[config.mk]
export PLATFORM = sky130hd
export DESIGN_NAME = batchScheduler_flat
export DESIGN_NICKNAME = d
export VERILOG_FILES = /design/src/common/botTypesPkg.sv /design/src/common/batchCtrlPkg.sv /design/src/common/laneReadBus.sv /design/src/design/syncFifo.sv /design/src/batchScheduler/batchScheduler.sv /design/src/flat_wrapper.sv
export VERILOG_INCLUDE_DIRS = /design/src /design/src/common
export SDC_FILE = /design/constraint.sdc
export NUM_CORES = 1
export LEC_CHECK = 0
export ABC_AREA = 0
export BUFFER_PORTS_ARGS = -buffer_cell sky130_fd_sc_hd__clkbuf_2
export CORE_AREA = 5 5 278 280
export CTS_CLUSTER_DIAMETER = 80
export DETAILED_ROUTE_END_ITERATION = 7
export DIE_AREA = 0 0 283 285
export GPL_TIMING_DRIVEN = 0
export MAX_ROUTING_LAYER = met4
export SETUP_SLACK_MARGIN = 0.15
export SLEW_MARGIN = 5
export SYNTH_ARGS = -nofsm -noshare
export SYNTH_HDL_FRONTEND = slang
export SYNTH_SLANG_ARGS = --single-unit
[constraint.sdc]
create_clock -name clk -period 2.95 [get_ports clk]
set_input_delay 0.59 -clock clk [delete_from_list [all_inputs] [get_ports clk]]
set_output_delay 0.59 -clock clk [all_outputs]
set_load 0.1 [all_outputs]
[src/common/botPermuter_settings.svh]
`ifndef BOTPERMUTER_SETTINGS_SVH
`define BOTPERMUTER_SETTINGS_SVH

// Producer lanes
`define NUM_LANES 4

// Lane buffers, 128 entries each
`define LANE_DEPTH_LOG2 7
`define LANE_SLOWDOWN_FREE 24
`define LANE_READ_LATENCY 2

// Batch-order queue
`define BATCHQ_DEPTH_LOG2 5
`define BATCHQ_ALMOST_FULL 24

// Permuter queue and pipeline
`define PERMQ_DEPTH_LOG2 5
`define PERMQ_SLOWDOWN 16
`define PERMUTER_LATENCY 2

`endif

[src/common/botTypesPkg.sv]
`default_nettype none

package botTypesPkg;

    // Truth table of 7 variables, index bits 6,5,4 are A,B,C
    typedef logic [127:0] botT;

    // Wanted orderings of A,B,C
    // bit 5 ABC, bit 4 ACB, bit 3 BAC, bit 2 BCA, bit 1 CAB, bit 0 CBA
    typedef logic [5:0] permuteMaskT;

    typedef enum logic {
        IDLE,
        BURST
    } permuterStateT;

endpackage

`default_nettype wire

[src/common/batchCtrlPkg.sv]
`default_nettype none

`include "botPermuter_settings.svh"

package batchCtrlPkg;

    // Up to 63 bots per batch
    typedef logic [5:0] batchSizeT;

    typedef logic [`NUM_LANES-1:0] laneSelT;

    typedef logic [`LANE_DEPTH_LOG2-1:0] laneAddrT;

    typedef enum logic [1:0] {
        IDLE,
        DRAIN,
        CLOSE
    } schedStateT;

endpackage

`default_nettype wire

[src/common/laneReadBus.sv]
`timescale 1ns/1ns
`default_nettype none

`include "botPermuter_settings.svh"

interface laneReadBus;
    import botTypesPkg::*;
    import batchCtrlPkg::*;

    // Read strobes, one hot, from the scheduler
    laneSelT read;

    // Per lane, each element driven by its own buffer
    botT bot [`NUM_LANES];
    permuteMaskT mask [`NUM_LANES];
    batchSizeT batchSize [`NUM_LANES];
    logic slowDown [`NUM_LANES];

    modport lane (
        input  read,
        output bot, mask, batchSize, slowDown
    );

    modport scheduler (
        output read,
        input  bot, mask, batchSize, slowDown
    );

endinterface

`default_nettype wire

[src/design/syncFifo.sv]
`timescale 1ns/1ns
`default_nettype none

module syncFifo #(
    parameter int WIDTH = 8,
    parameter int DEPTH_LOG2 = 5
) (
    input  logic                clk,
    input  logic                rst,
    input  logic                writeEnable,
    input  logic [WIDTH-1:0]    dataIn,
    input  logic                readEnable,
    output logic [WIDTH-1:0]    dataOut,
    output logic                empty,
    output logic [DEPTH_LOG2:0] usedw
);

    logic [WIDTH-1:0] mem [2**DEPTH_LOG2];
    logic [DEPTH_LOG2-1:0] writePtr;
    logic [DEPTH_LOG2-1:0] readPtr;
    logic [DEPTH_LOG2:0] fill;

    // Head entry falls through
    assign dataOut = mem[readPtr];
    assign empty = fill == '0;
    assign usedw = fill;

    always_ff @(posedge clk) begin
        if (writeEnable) begin
            mem[writePtr] <= dataIn;
        end
    end

    always_ff @(posedge clk) begin
        if (rst) begin
            writePtr <= '0;
            readPtr <= '0;
            fill <= '0;
        end else begin
            if (writeEnable) begin
                writePtr <= writePtr + 1'b1;
            end
            if (readEnable) begin
                readPtr <= readPtr + 1'b1;
            end
            case ({writeEnable, readEnable})
                2'b10: fill <= fill + 1'b1;
                2'b01: fill <= fill - 1'b1;
                default: fill <= fill;
            endcase
        end
    end

endmodule

`default_nettype wire

[src/batchScheduler/batchScheduler.sv]
`timescale 1ns/1ns
`default_nettype none

`include "botPermuter_settings.svh"

module batchScheduler (
    input  logic                     clk,
    input  logic                     rst,
    input  batchCtrlPkg::laneSelT    batchesDone,
    laneReadBus.scheduler            bus,
    input  logic                     permQueueSlowDown,
    output batchCtrlPkg::laneSelT    slowDownInputs,
    output logic                     arriveWrite,
    output botTypesPkg::botT         arriveBot,
    output botTypesPkg::permuteMaskT arriveMask,
    output logic                     arriveDone
);
    import batchCtrlPkg::*;

    localparam int ENTRY_WIDTH = $bits(batchSizeT) + `NUM_LANES;
    localparam int LAT = `LANE_READ_LATENCY;

    batchSizeT doneSize;
    logic [ENTRY_WIDTH-1:0] headEntry;
    batchSizeT headSize;
    laneSelT headLane;
    logic queueEmpty;
    logic queuePop;
    logic [`BATCHQ_DEPTH_LOG2:0] queueUsed;
    logic queueAlmostFull;
    laneSelT laneSlow;
    schedStateT state;
    batchSizeT remaining;
    laneSelT activeLane;
    logic strobe;
    logic closeMark;
    laneSelT readPipe [LAT];
    logic [LAT-1:0] closePipe;
    laneSelT arriveSel;

    // Size of the batch closing this cycle, at most one lane
    always_comb begin
        doneSize = '0;
        for (int i = 0; i < `NUM_LANES; i++) begin
            if (batchesDone[i]) begin
                doneSize = bus.batchSize[i];
            end
        end
    end

    syncFifo #(
        .WIDTH(ENTRY_WIDTH),
        .DEPTH_LOG2(`BATCHQ_DEPTH_LOG2)
    ) i_batchQueue (
        .clk(clk),
        .rst(rst),
        .writeEnable(|batchesDone),
        .dataIn({doneSize, batchesDone}),
        .readEnable(queuePop),
        .dataOut(headEntry),
        .empty(queueEmpty),
        .usedw(queueUsed)
    );

    assign {headSize, headLane} = headEntry;

    always_comb begin
        for (int i = 0; i < `NUM_LANES; i++) begin
            laneSlow[i] = bus.slowDown[i];
        end
    end

    always_ff @(posedge clk) begin
        if (rst) begin
            queueAlmostFull <= 1'b0;
        end else begin
            queueAlmostFull <= queueUsed >= `BATCHQ_ALMOST_FULL;
        end
    end

    assign slowDownInputs = queueAlmostFull ? '1 : laneSlow;

    assign queuePop = state == IDLE && !queueEmpty;
    assign strobe = state == DRAIN && remaining != '0 && !permQueueSlowDown;
    assign closeMark = state == CLOSE;
    assign bus.read = strobe ? activeLane : '0;

    always_ff @(posedge clk) begin
        if (rst) begin
            state <= IDLE;
            remaining <= '0;
            activeLane <= '0;
        end else begin
            case (state)
                IDLE: begin
                    if (!queueEmpty) begin
                        remaining <= headSize;
                        activeLane <= headLane;
                        state <= DRAIN;
                    end
                end
                DRAIN: begin
                    if (strobe) begin
                        remaining <= remaining - 1'b1;
                    end
                    // Empty batches go straight to the end mark
                    if (remaining == '0 || (strobe && remaining == batchSizeT'(1))) begin
                        state <= CLOSE;
                    end
                end
                CLOSE: state <= IDLE;
                default: state <= IDLE;
            endcase
        end
    end

    // Strobes and end mark follow the lane data latency
    always_ff @(posedge clk) begin
        if (rst) begin
            for (int i = 0; i < LAT; i++) begin
                readPipe[i] <= '0;
            end
            closePipe <= '0;
        end else begin
            readPipe[0] <= bus.read;
            closePipe[0] <= closeMark;
            for (int i = 1; i < LAT; i++) begin
                readPipe[i] <= readPipe[i-1];
                closePipe[i] <= closePipe[i-1];
            end
        end
    end

    assign arriveSel = readPipe[LAT-1];
    assign arriveWrite = |arriveSel || closePipe[LAT-1];
    assign arriveDone = closePipe[LAT-1];

    // End mark has no lane selected, so its mask comes out zero
    always_comb begin
        arriveBot = '0;
        arriveMask = '0;
        for (int i = 0; i < `NUM_LANES; i++) begin
            if (arriveSel[i]) begin
                arriveBot = bus.bot[i];
                arriveMask = bus.mask[i];
            end
        end
    end

endmodule

`default_nettype wire

[src/flat_wrapper.sv]
// flat-port wrapper written by rule: the top's interface ports become plain ports
module batchScheduler_flat import batchCtrlPkg::*;
  (clk, rst, batchesDone, permQueueSlowDown, slowDownInputs, arriveWrite, arriveBot, arriveMask, arriveDone, bus_read, bus_bot, bus_mask, bus_batchSize, bus_slowDown);
  laneReadBus bus_i ();
  input  logic clk;
  input  logic rst;
  input  batchCtrlPkg::laneSelT batchesDone;
  input  logic permQueueSlowDown;
  output batchCtrlPkg::laneSelT slowDownInputs;
  output logic arriveWrite;
  output botTypesPkg::botT arriveBot;
  output botTypesPkg::permuteMaskT arriveMask;
  output logic arriveDone;
  output wire logic [$bits(bus_i.read)-1:0] bus_read;
  input wire logic [$bits(bus_i.bot)-1:0] bus_bot;
  input wire logic [$bits(bus_i.mask)-1:0] bus_mask;
  input wire logic [$bits(bus_i.batchSize)-1:0] bus_batchSize;
  input wire logic [$bits(bus_i.slowDown)-1:0] bus_slowDown;
  assign bus_read = bus_i.read;
  assign bus_i.bot = {>>{bus_bot}};
  assign bus_i.mask = {>>{bus_mask}};
  assign bus_i.batchSize = {>>{bus_batchSize}};
  assign bus_i.slowDown = {>>{bus_slowDown}};
  batchScheduler u_core (.clk(clk), .rst(rst), .batchesDone(batchesDone), .bus(bus_i), .permQueueSlowDown(permQueueSlowDown), .slowDownInputs(slowDownInputs), .arriveWrite(arriveWrite), .arriveBot(arriveBot), .arriveMask(arriveMask), .arriveDone(arriveDone));
endmodule
---- After elaboration in Yosys (flattened, before gate mapping) ----
Memories as Yosys holds them, arrays and structs flattened. A register that Yosys moved wholly into a read port is not among the register bits.
Index checks and enable logic that the tools add are counted.
cells by class
  muxes and demuxes ....................... 30
  shift-type cells ........................ 0
  div/mod/pow operators ................... 0
  $add $sub $neg .......................... 5
  magnitude comparators ................... 1
  bitwise logic cells ..................... 3
  multiply operators ...................... 0
  eq/ne operators ......................... 8
  reductions and logical operators ........ 19
operators with widths
  cell                                                                    number
  128-bit two-way mux                                                     4
  6-bit two-way mux                                                       10
  6-bit case mux with 2 select lines                                      2
  4-bit two-way mux                                                       4
  6-bit zero test                                                         2
  6-bit by 1-bit subtractor with 6-bit output (second input constant)     2
  5-bit by 1-bit adder with 5-bit output (second input constant)          2
  5-bit two-way mux                                                       2
  4-bit OR reduction                                                      2
  6-bit by 1-bit adder with 6-bit output (second input constant)          1
  6-bit by 1-bit equality test with 1-bit output (second input constant)  1
  6-bit by 5-bit >= comparator with 1-bit output (second input constant)  1
  6-bit nonzero test                                                      1
  1-bit two-way mux                                                       5
  2-bit by 1-bit equality test with 1-bit output (second input constant)  2
  2-bit equality test (second input constant)                             2
  1-bit logical AND                                                       4
  2-bit two-way mux                                                       2
  2-bit inequality test (second input constant)                           2
  2-bit case mux with 2 select lines                                      1
  2-bit AND reduction                                                     2
  2-bit nonzero test                                                      2
  3-bit AND reduction                                                     1
  1-bit zero test                                                         2
  5 further kinds                                                         7
word-level totals
  memories ................................ 2
  bits in latches ......................... 0
  register bits ........................... 31
  output and inout bits ................... 144
  bits of input ports ..................... 571
  bits in read-only memories .............. 0
  logic and storage cells ................. 76
  bits in writable memories ............... 328
memories
  name                     depth  bits a word  read ports  clocked after Yosys merged registers in  wr ports  line                  text
  u_core.i_batchQueue.mem  32     10           1           1                                        1         syncFifo.sv:18        logic [WIDTH-1:0] mem [2**DEPTH_LOG2];
  u_core.readPipe          2      4            2           0                                        2         batchScheduler.sv:37  laneSelT readPipe [LAT];

---- Logic depth before layout (Yosys ltp) ----
Gate-level depths: netlist of the first run.
  word-level depth ........................ 7
  mapped depth ............................ 13
  depth with buffers taken out ............ 10

---- By module ----
From an unflattened synthesis of the first run, not the netlist that was laid out.
second synthesis, totals
  cells, all modules ...................... 1512
  area, all modules ....................... 18600.3 µm²
by module, submodules not included
  module          times used  seq. area each (µm²)  cells each  area an instance (µm²)
  syncFifo        1           10029.6               728         13476.7
  batchScheduler  1           460.4                 784         5123.7

---- Worst setup path after synthesis of the first run ----
Ideal clock, no wire load.
  kind .................................... flip-flop to output port
  start point ............................. mem u_core.readPipe[0][4] (netlist bit)
  end point ............................... out arriveBot[122]
  slack ................................... -1.190 ns
  cell stages (with the launch flop) ...... 9
  path buffers ............................ 3
  data arrival time ....................... 3.550 ns
  required time ........................... 2.360 ns
  cell sequence ........................... dfxtp_1 -> nor2b_1 -> clkbuf_1 -> clkbuf_1 -> clkbuf_1 -> a22oi_1 -> nor2_1 -> a21oi_1 -> o21ai_0
RTL lines
  item                line                  text
  start: declaration  batchScheduler.sv:37
  end: declaration    flat_wrapper.sv:11    output botTypesPkg::botT arriveBot;

==> flow_summary.toml, run 1 <==
[pwr]
peakVddDrop_uv = 491
p_per_area_nw_per_um2 = 519
p_leak_uw = 0.0114
p_total_uw = 15900

[detailed_routing]
drtAntennaViolNets = 0
drc = 0
drt_iter0_markers = 1948
dr.pass1.iters = 5
wl_per_cell_um = 34.8
avgViaCountPerCell = 5.20
routed_wl_mm = 122
dr_total_vias = 18200

[sta]
worst_pin_slew_ns = 1.22
hold_viol = 0
fmax_mhz = 337
slew_violations = 0
setup_ws_ns = -0.0130
setup_viol = 2
fin_crit_sh_pct = 100
hold_ws_ns = 0.288
rsz0062_at_grt = "true"
period_needed_ns = 2.96
slew_headroom_pct = 18.5
skew_ns = 0.0200

[synthesis]
ys_seq_area_share_pct = 57.3
synth_area_per_cell_um2 = 11.5
ys_ff_latch = 364
synth_fp_nets = 2179
synth_area_um2 = 18300
netlist_instances = 1599
ys.flop_type = "edfxtp_1"
ys_warn_count = 0
synth_edf_count = 320
synth_cell_types = 61
synth-async-reset-ratio_pct = 0

[global_routing]
grt_max_degree = 37
gr-total-overflow = 0
first_global_vias = 17500
grt_antenna_before_repair = 128
gr-usage-all-layers_pct = 29.2
grt_pass1_wl_mm = 156

[job]
maxCapViolations = 0

[worst_setup_path]
worst-setup-path-type = "reg2out"
worst_setup_path_end_kind = "output port"
arrival_ns = 2.37
cp.required_ns = 2.36
worstSetupStartpointType = "register"
crit_fanout = 6

[floorplan]
die_y_um = 285
die_area_um2 = 80700
std_cell_rows = 100
ios = 715
die_x_um = 283
core_um2 = 74200
start_util_pct = 24.7

[run_status]
violations = "negative setup slack"
status = "finished with violations"

[clock_tree]
cts_buffers = 38
clk_pin_slew_ns = 0.06
cts_tree = "built"
htreeDepth = 2
root_buffer = "clkbuf_16"
clockBufferDepth = 3
clk_latency_ns = 0.52
clock-sinks = 364

[finish]
drive_gt1_share_pct = 58.9
synthToLayoutAreaGrowth_pct = 67.1
fillers = 7065
num-nets-final = 2988

[placement]
io_buffers = 713
gp_congestion = 1.03
hpwl_mm = 101

[worst_hold_path]
min_path_type = "in2reg"
## state kept, by name, summed over array words and instances, names as in the netlist, named ones only
| signal | cells |
|---|---|
| u_core.activeLane | 4 |
| u_core.queueAlmostFull | 1 |
| u_core.i_batchQueue.mem | 320 |
| u_core.i_batchQueue.usedw | 6 |
| u_core.remaining | 6 |
| u_core.readPipe | 8 |
| u_core.closePipe | 2 |
| u_core.i_batchQueue.readPtr | 5 |
| u_core.i_batchQueue.writePtr | 5 |
| u_core.state | 2 |
## cell usage after synthesis (3+ instances only)
cell type	number	area, um^2
a32oi_1	3	26.3
nand3_1	7	35.0
dfxtp_1	44	881
buf_1	17	63.8
ha_1	9	113
a22oi_1	148	1110
mux4_2	75	1690
edfxtp_1	320	9610
a21oi_1	155	776
or2_2	5	31.3
a22o_1	9	78.8
inv_2	3	11.3
a311oi_1	7	61.3
nand4_1	6	37.5
nor2b_1	18	113
nand2_1	161	604
o22ai_1	4	25.0
and2_1	11	68.8
mux2i_1	23	230
buf_2	12	60.1
inv_1	13	48.8
nor3_1	9	45.0
xor2_1	7	61.3
o21ai_1	23	115
a221oi_1	10	87.6
and3_1	3	18.8
clkbuf_1	103	387
nand3b_1	4	30.0
nor2_1	214	803
mux2_1	4	45.0
or3_1	4	25.0
o21ai_0	124	621
nor4_1	4	25.0
a211oi_1	3	22.5
## stage by stage
stage	cell area (um^2)	instances	setup slack [ns]	util (%)	TNS [ns]
floorplan	19400	1599	0.0914	-	0
global placement	24200	3281	-1.74	32.6	-570.38
detailed placement	24300	3287	-1.45	32.8	-337.75
CTS	29200	3366	-0.0519	39.4	-0.0783
global route	30600	3489	-0.0597	41.2	-0.236
finish	30600	3499	-0.0130	41.2	-0.0219
## cell families after synthesis
kind of cell | after synthesis | share of synthesized area (%)
adders and majority gates | 9 | 0.615
DFF | 364 | 57.3
buffers and inverters | 150 | 3.24
AOI/OAI and AO/OA | 505 | 17.0
muxes | 104 | 10.8
xor gates and xnor gates | 9 | 0.430
and+or+nand+nor | 458 | 10.6
## power breakdown
part,internal (uW),switching (uW),leakage [uW]
Combinational,2160,3100,0.00755
Sequential,5830,199,0.00327
Clock,2680,1910,0.000566
## area by class of cell
| cell class | count | area, um^2 | area share (%) |
|---|---|---|---|
| Clock inverter | 15 | 158 | 0.515 |
| Sequential cell | 364 | 10500 | 34.3 |
| Timing Repair Buffer | 770 | 6750 | 22.1 |
| Inverter | 16 | 67.6 | 0.221 |
| Multi-Input combinational cell | 1085 | 9440 | 30.8 |
| Antenna cell | 98 | 245 | 0.801 |
| Clock buffer | 49 | 1010 | 3.31 |
| Tap cell | 969 | 1210 | 3.96 |
| Buffer | 133 | 1210 | 3.97 |
## critical path, cell delays in order (launching register included)
cell and delay [ns]:
dfxtp_4 0.34, nor2b_4 0.12, clkbuf_16 0.16, clkbuf_16 0.18
clkbuf_16 0.17, a22oi_2 0.25, nor2_2 0.09, a21oi_2 0.20
o21ai_4 0.10, clkbuf_16 0.22
## repair_timing
| action | CTS | global route |
|---|---|---|
| setup buffers | 7 | 31 |
| endpoints found under the hold margin | 0 | 0 |
| pin swaps | 28 | 73 |
| cloned | 8 | 5 |
| setup endpoints to repair | 471 | 227 |
| resized for setup | 733 | 273 |
| hold buffers | 0 | 0 |
## per-layer routing
| metal | GRT usage (%) | part of all wire [%] | vias to the layer above |
|---|---|---|---|
| met5 | - | 0 | - |
| met4 | 17.4 | 6.2 | 0 |
| met3 | 13.4 | 14 | 268 |
| met2 | 41.7 | 44 | 1100 |
| met1 | 33.7 | 36 | 8982 |
| li1 | - | - | 7850 |
## placed cells by master (no fill, tap or decap), types with 32 or more instances in the layout
cell,Yosys,routed
buf_8,0,32
nor2_2,0,51
a21oi_1,155,53
dfxtp_1,44,38
a22oi_1,148,55
o21ai_2,0,69
a21oi_2,0,97
edfxtp_1,320,320
mux4_2,75,75
buf_12,0,35
clkbuf_16,0,148
nor2_1,214,162
nand2_1,161,156
o21ai_4,0,71
a22oi_2,0,93
diode_2,0,98
buf_4,0,39
clkbuf_2,0,592
## final timing paths
check | depth (start not counted) | startpoint | slack (ns) | end
worst max register to register | 8 | register | 0.23 | u_core.remaining[2]
worst min-delay path | 1 | batchesDone[1] | 0.29 | u_core.i_batchQueue.mem[23][1]
worst min register to register | 1 | u_core.readPipe[0][0] | 0.44 | u_core.readPipe[0][4]
worst max-delay path | 9 | u_core.readPipe[0][4] | -0.01 | arriveBot[101]
Note: power is estimated with default switching activity, not from simulation.
==> run 2, diff against run 1 <==
--- a/config.mk
+++ b/config.mk
@@ -19,3 +19,4 @@
 export SYNTH_ARGS = -nofsm -noshare
 export SYNTH_HDL_FRONTEND = slang
 export SYNTH_SLANG_ARGS = --single-unit
+export TNS_END_PERCENT = 30
==> run 2 against run 1 <==
Effect of this change:
- the run still ends with negative setup slack left
- register-to-register slack lost 0.05 ns
- combinational power is 3% lower
- core utilization is 1.1 points lower
- sequential power is essentially flat
- sequential share of layout area increased by 0.89 points
- non-clock buffer count shrank 8
- largest power group unchanged
- die area unchanged
- largest cell class unchanged
- via count increased by 1.8%
==> flow_summary.toml, run 2 (synthesis gave the netlist of run 1 again) <==
[detailed_routing]
wl_per_cell_um = 36.4
drtAntennaViolNets = 0
dr_total_vias = 18500
drt_iter0_markers = 2413
drc = 0
dr.pass1.iters = 7
avgViaCountPerCell = 5.37
routed_wl_mm = 126

[global_routing]
grt_max_degree = 37
grt_antenna_before_repair = 82
grt_busiest_layer = "met2"
first_global_vias = 17700
met3_usage_pct = 9.33
gr-usage-all-layers_pct = 30.3
grt_pass1_wl_mm = 162
met1_usage_pct = 38.2
grtUsageMet2_pct = 46.0
gr-total-overflow = 0

[clock_tree]
clockBufferDepth = 3
cts_buffers = 37
clk_pin_slew_ns = 0.06
htreeDepth = 2
clock-sinks = 364
root_buffer = "clkbuf_16"
cts_tree = "built"
clk_latency_ns = 0.52

[finish]
utilization_pct = 40.2
drive_gt1_share_pct = 56.1
largest_reg_flops = 320
final_common_cell = "clkbuf_2"
max_flop_register = "u_core.i_batchQueue.mem"
num-nets-final = 2979
top_regs = "u_core.i_batchQueue.mem (320), u_core.readPipe (8)"
synthToLayoutAreaGrowth_pct = 62.8
final_cell_mix = "596 x clkbuf_2, 320 x edfxtp_1, 154 x nand2_1, 152 x nor2_1, 134 x clkbuf_16"
final_area_um2 = 29800
fillers = 7132

[pwr]
comb_power_share_pct = 32.4
p_leak_uw = 0.0111
p_seq_share_pct = 38.3
clockPowerShare_pct = 29.4
switchingPower_uw = 5180
p_int_uw = 10500
p_per_area_nw_per_um2 = 526
p_sw_share_pct = 33.0
peakVddDrop_uv = 608
p_total_uw = 15700

[sta]
hold_viol = 0
fin_crit_sh_pct = 108
skew_ns = 0.0155
worst_pin_slew_ns = 1.34
slew_violations = 0
rsz0062_at_grt = "true"
slew_headroom_pct = 10.1
setup_ws_ns = -0.238
period_needed_ns = 3.19
fmax_mhz = 314
setup_viol = 70

[placement]
place_ws_ns = -2.04
gp_congestion = 1.03
io_buffers = 713
dpl_cell_area_um2 = 23700
hpwl_mm = 105

[worst_setup_path]
worst_setup_path_end_kind = "output port"
crit_fanout = 7
worstSetupStartpointType = "register"
crit_top_cell = "clkbuf_16"
cp.required_ns = 2.36
cp_cell_sequence = "nor2b_4, clkbuf_16, clkbuf_16, buf_6, clkbuf_16, a22oi_2, nor2_2, a21oi_2, o21ai_2, clkbuf_16"
slowest_delay_ns = 0.37
worst-setup-path-type = "reg2out"
critPathSlowestCell = "dfxtp_4"
arrival_ns = 2.60

[floorplan]
start_util_pct = 24.7
std_cell_rows = 100
die_area_um2 = 80700
die_x_um = 283
core_um2 = 74200
die_y_um = 285
ios = 715

[run_status]
violations = "negative setup slack"
status = "finished with violations"

[job]
maxCapViolations = 0

[worst_hold_path]
min_path_type = "in2reg"
run 2: final cells by class:
class / instances / area, um^2 / area share, %
diodes: 57 / 143 / 0.478
repair buffers: 762 / 6260 / 21.0
clock inverters: 14 / 144 / 0.483
flip-flops and latches: 364 / 10500 / 35.2
multi-input cells: 1085 / 9170 / 30.8
clock buffers: 52 / 1020 / 3.44
inverters: 16 / 67.6 / 0.227
well taps: 969 / 1210 / 4.07
plain buffers: 133 / 1290 / 4.32
run 2: worst max-delay path, delay by kind of cell (launching register included):
family | cells | cell delay, ns
buf+inv | 5 | 0.87
compound gates | 3 | 0.59
simple gates | 2 | 0.21
flops | 1 | 0.37
run 2: worst paths after layout:
path                            slack [ns]                   from                              to  cells after the start
worst max register to register        0.18               register            u_core.activeLane[3]                      6
worst min register to register        0.44  u_core.readPipe[0][0]           u_core.readPipe[0][4]                      1
worst max-delay path                 -0.24  u_core.readPipe[0][4]                  arriveBot[122]                     10
worst min-delay path                  0.42         batchesDone[1]  u_core.i_batchQueue.mem[17][1]                      1
run 2: metrics by stage:
stage          cells  hold WS, ns  setup TNS, ns
3_5_place_dp    3285        0.426        -421.94
3_3_place_gp    3281        0.420        -637.31
2_1_floorplan   1599        0.414         -20.75
6_report        3452        0.416          -6.07
4_1_cts         3392        0.406          -7.68
5_1_grt         3448        0.402          -8.90
run 2: power groups by stage:
stage / combinational [uW] / sequential [uW] / clock [uW]
3_5_place_dp: 4340 / 6090 / 0
6_report: 5080 / 6000 / 4600
4_1_cts: 4940 / 5990 / 4620
5_1_grt: 5270 / 6020 / 4830
3_3_place_gp: 4320 / 6090 / 0
2_1_floorplan: 2790 / 6040 / 0
run 2: what timing repair did:
action | CTS | global route
resized for setup | 882 | 103
hold buffers | 0 | 0
gates cloned | 8 | 1
pin swaps | 86 | 107
hold endpoints to repair | 0 | 0
endpoints found under the setup margin | 474 | 151
setup buffers | 34 | 3
run 2: metal layers:
metal / routed length, um / share of wire, % / vias to the layer above
met5: 0 / 0 / -
met4: 5680 / 4.5 / 0
met3: 15000 / 12 / 211
met2: 56500 / 45 / 1307
met1: 48300 / 38 / 9219
li1: - / - / 7796
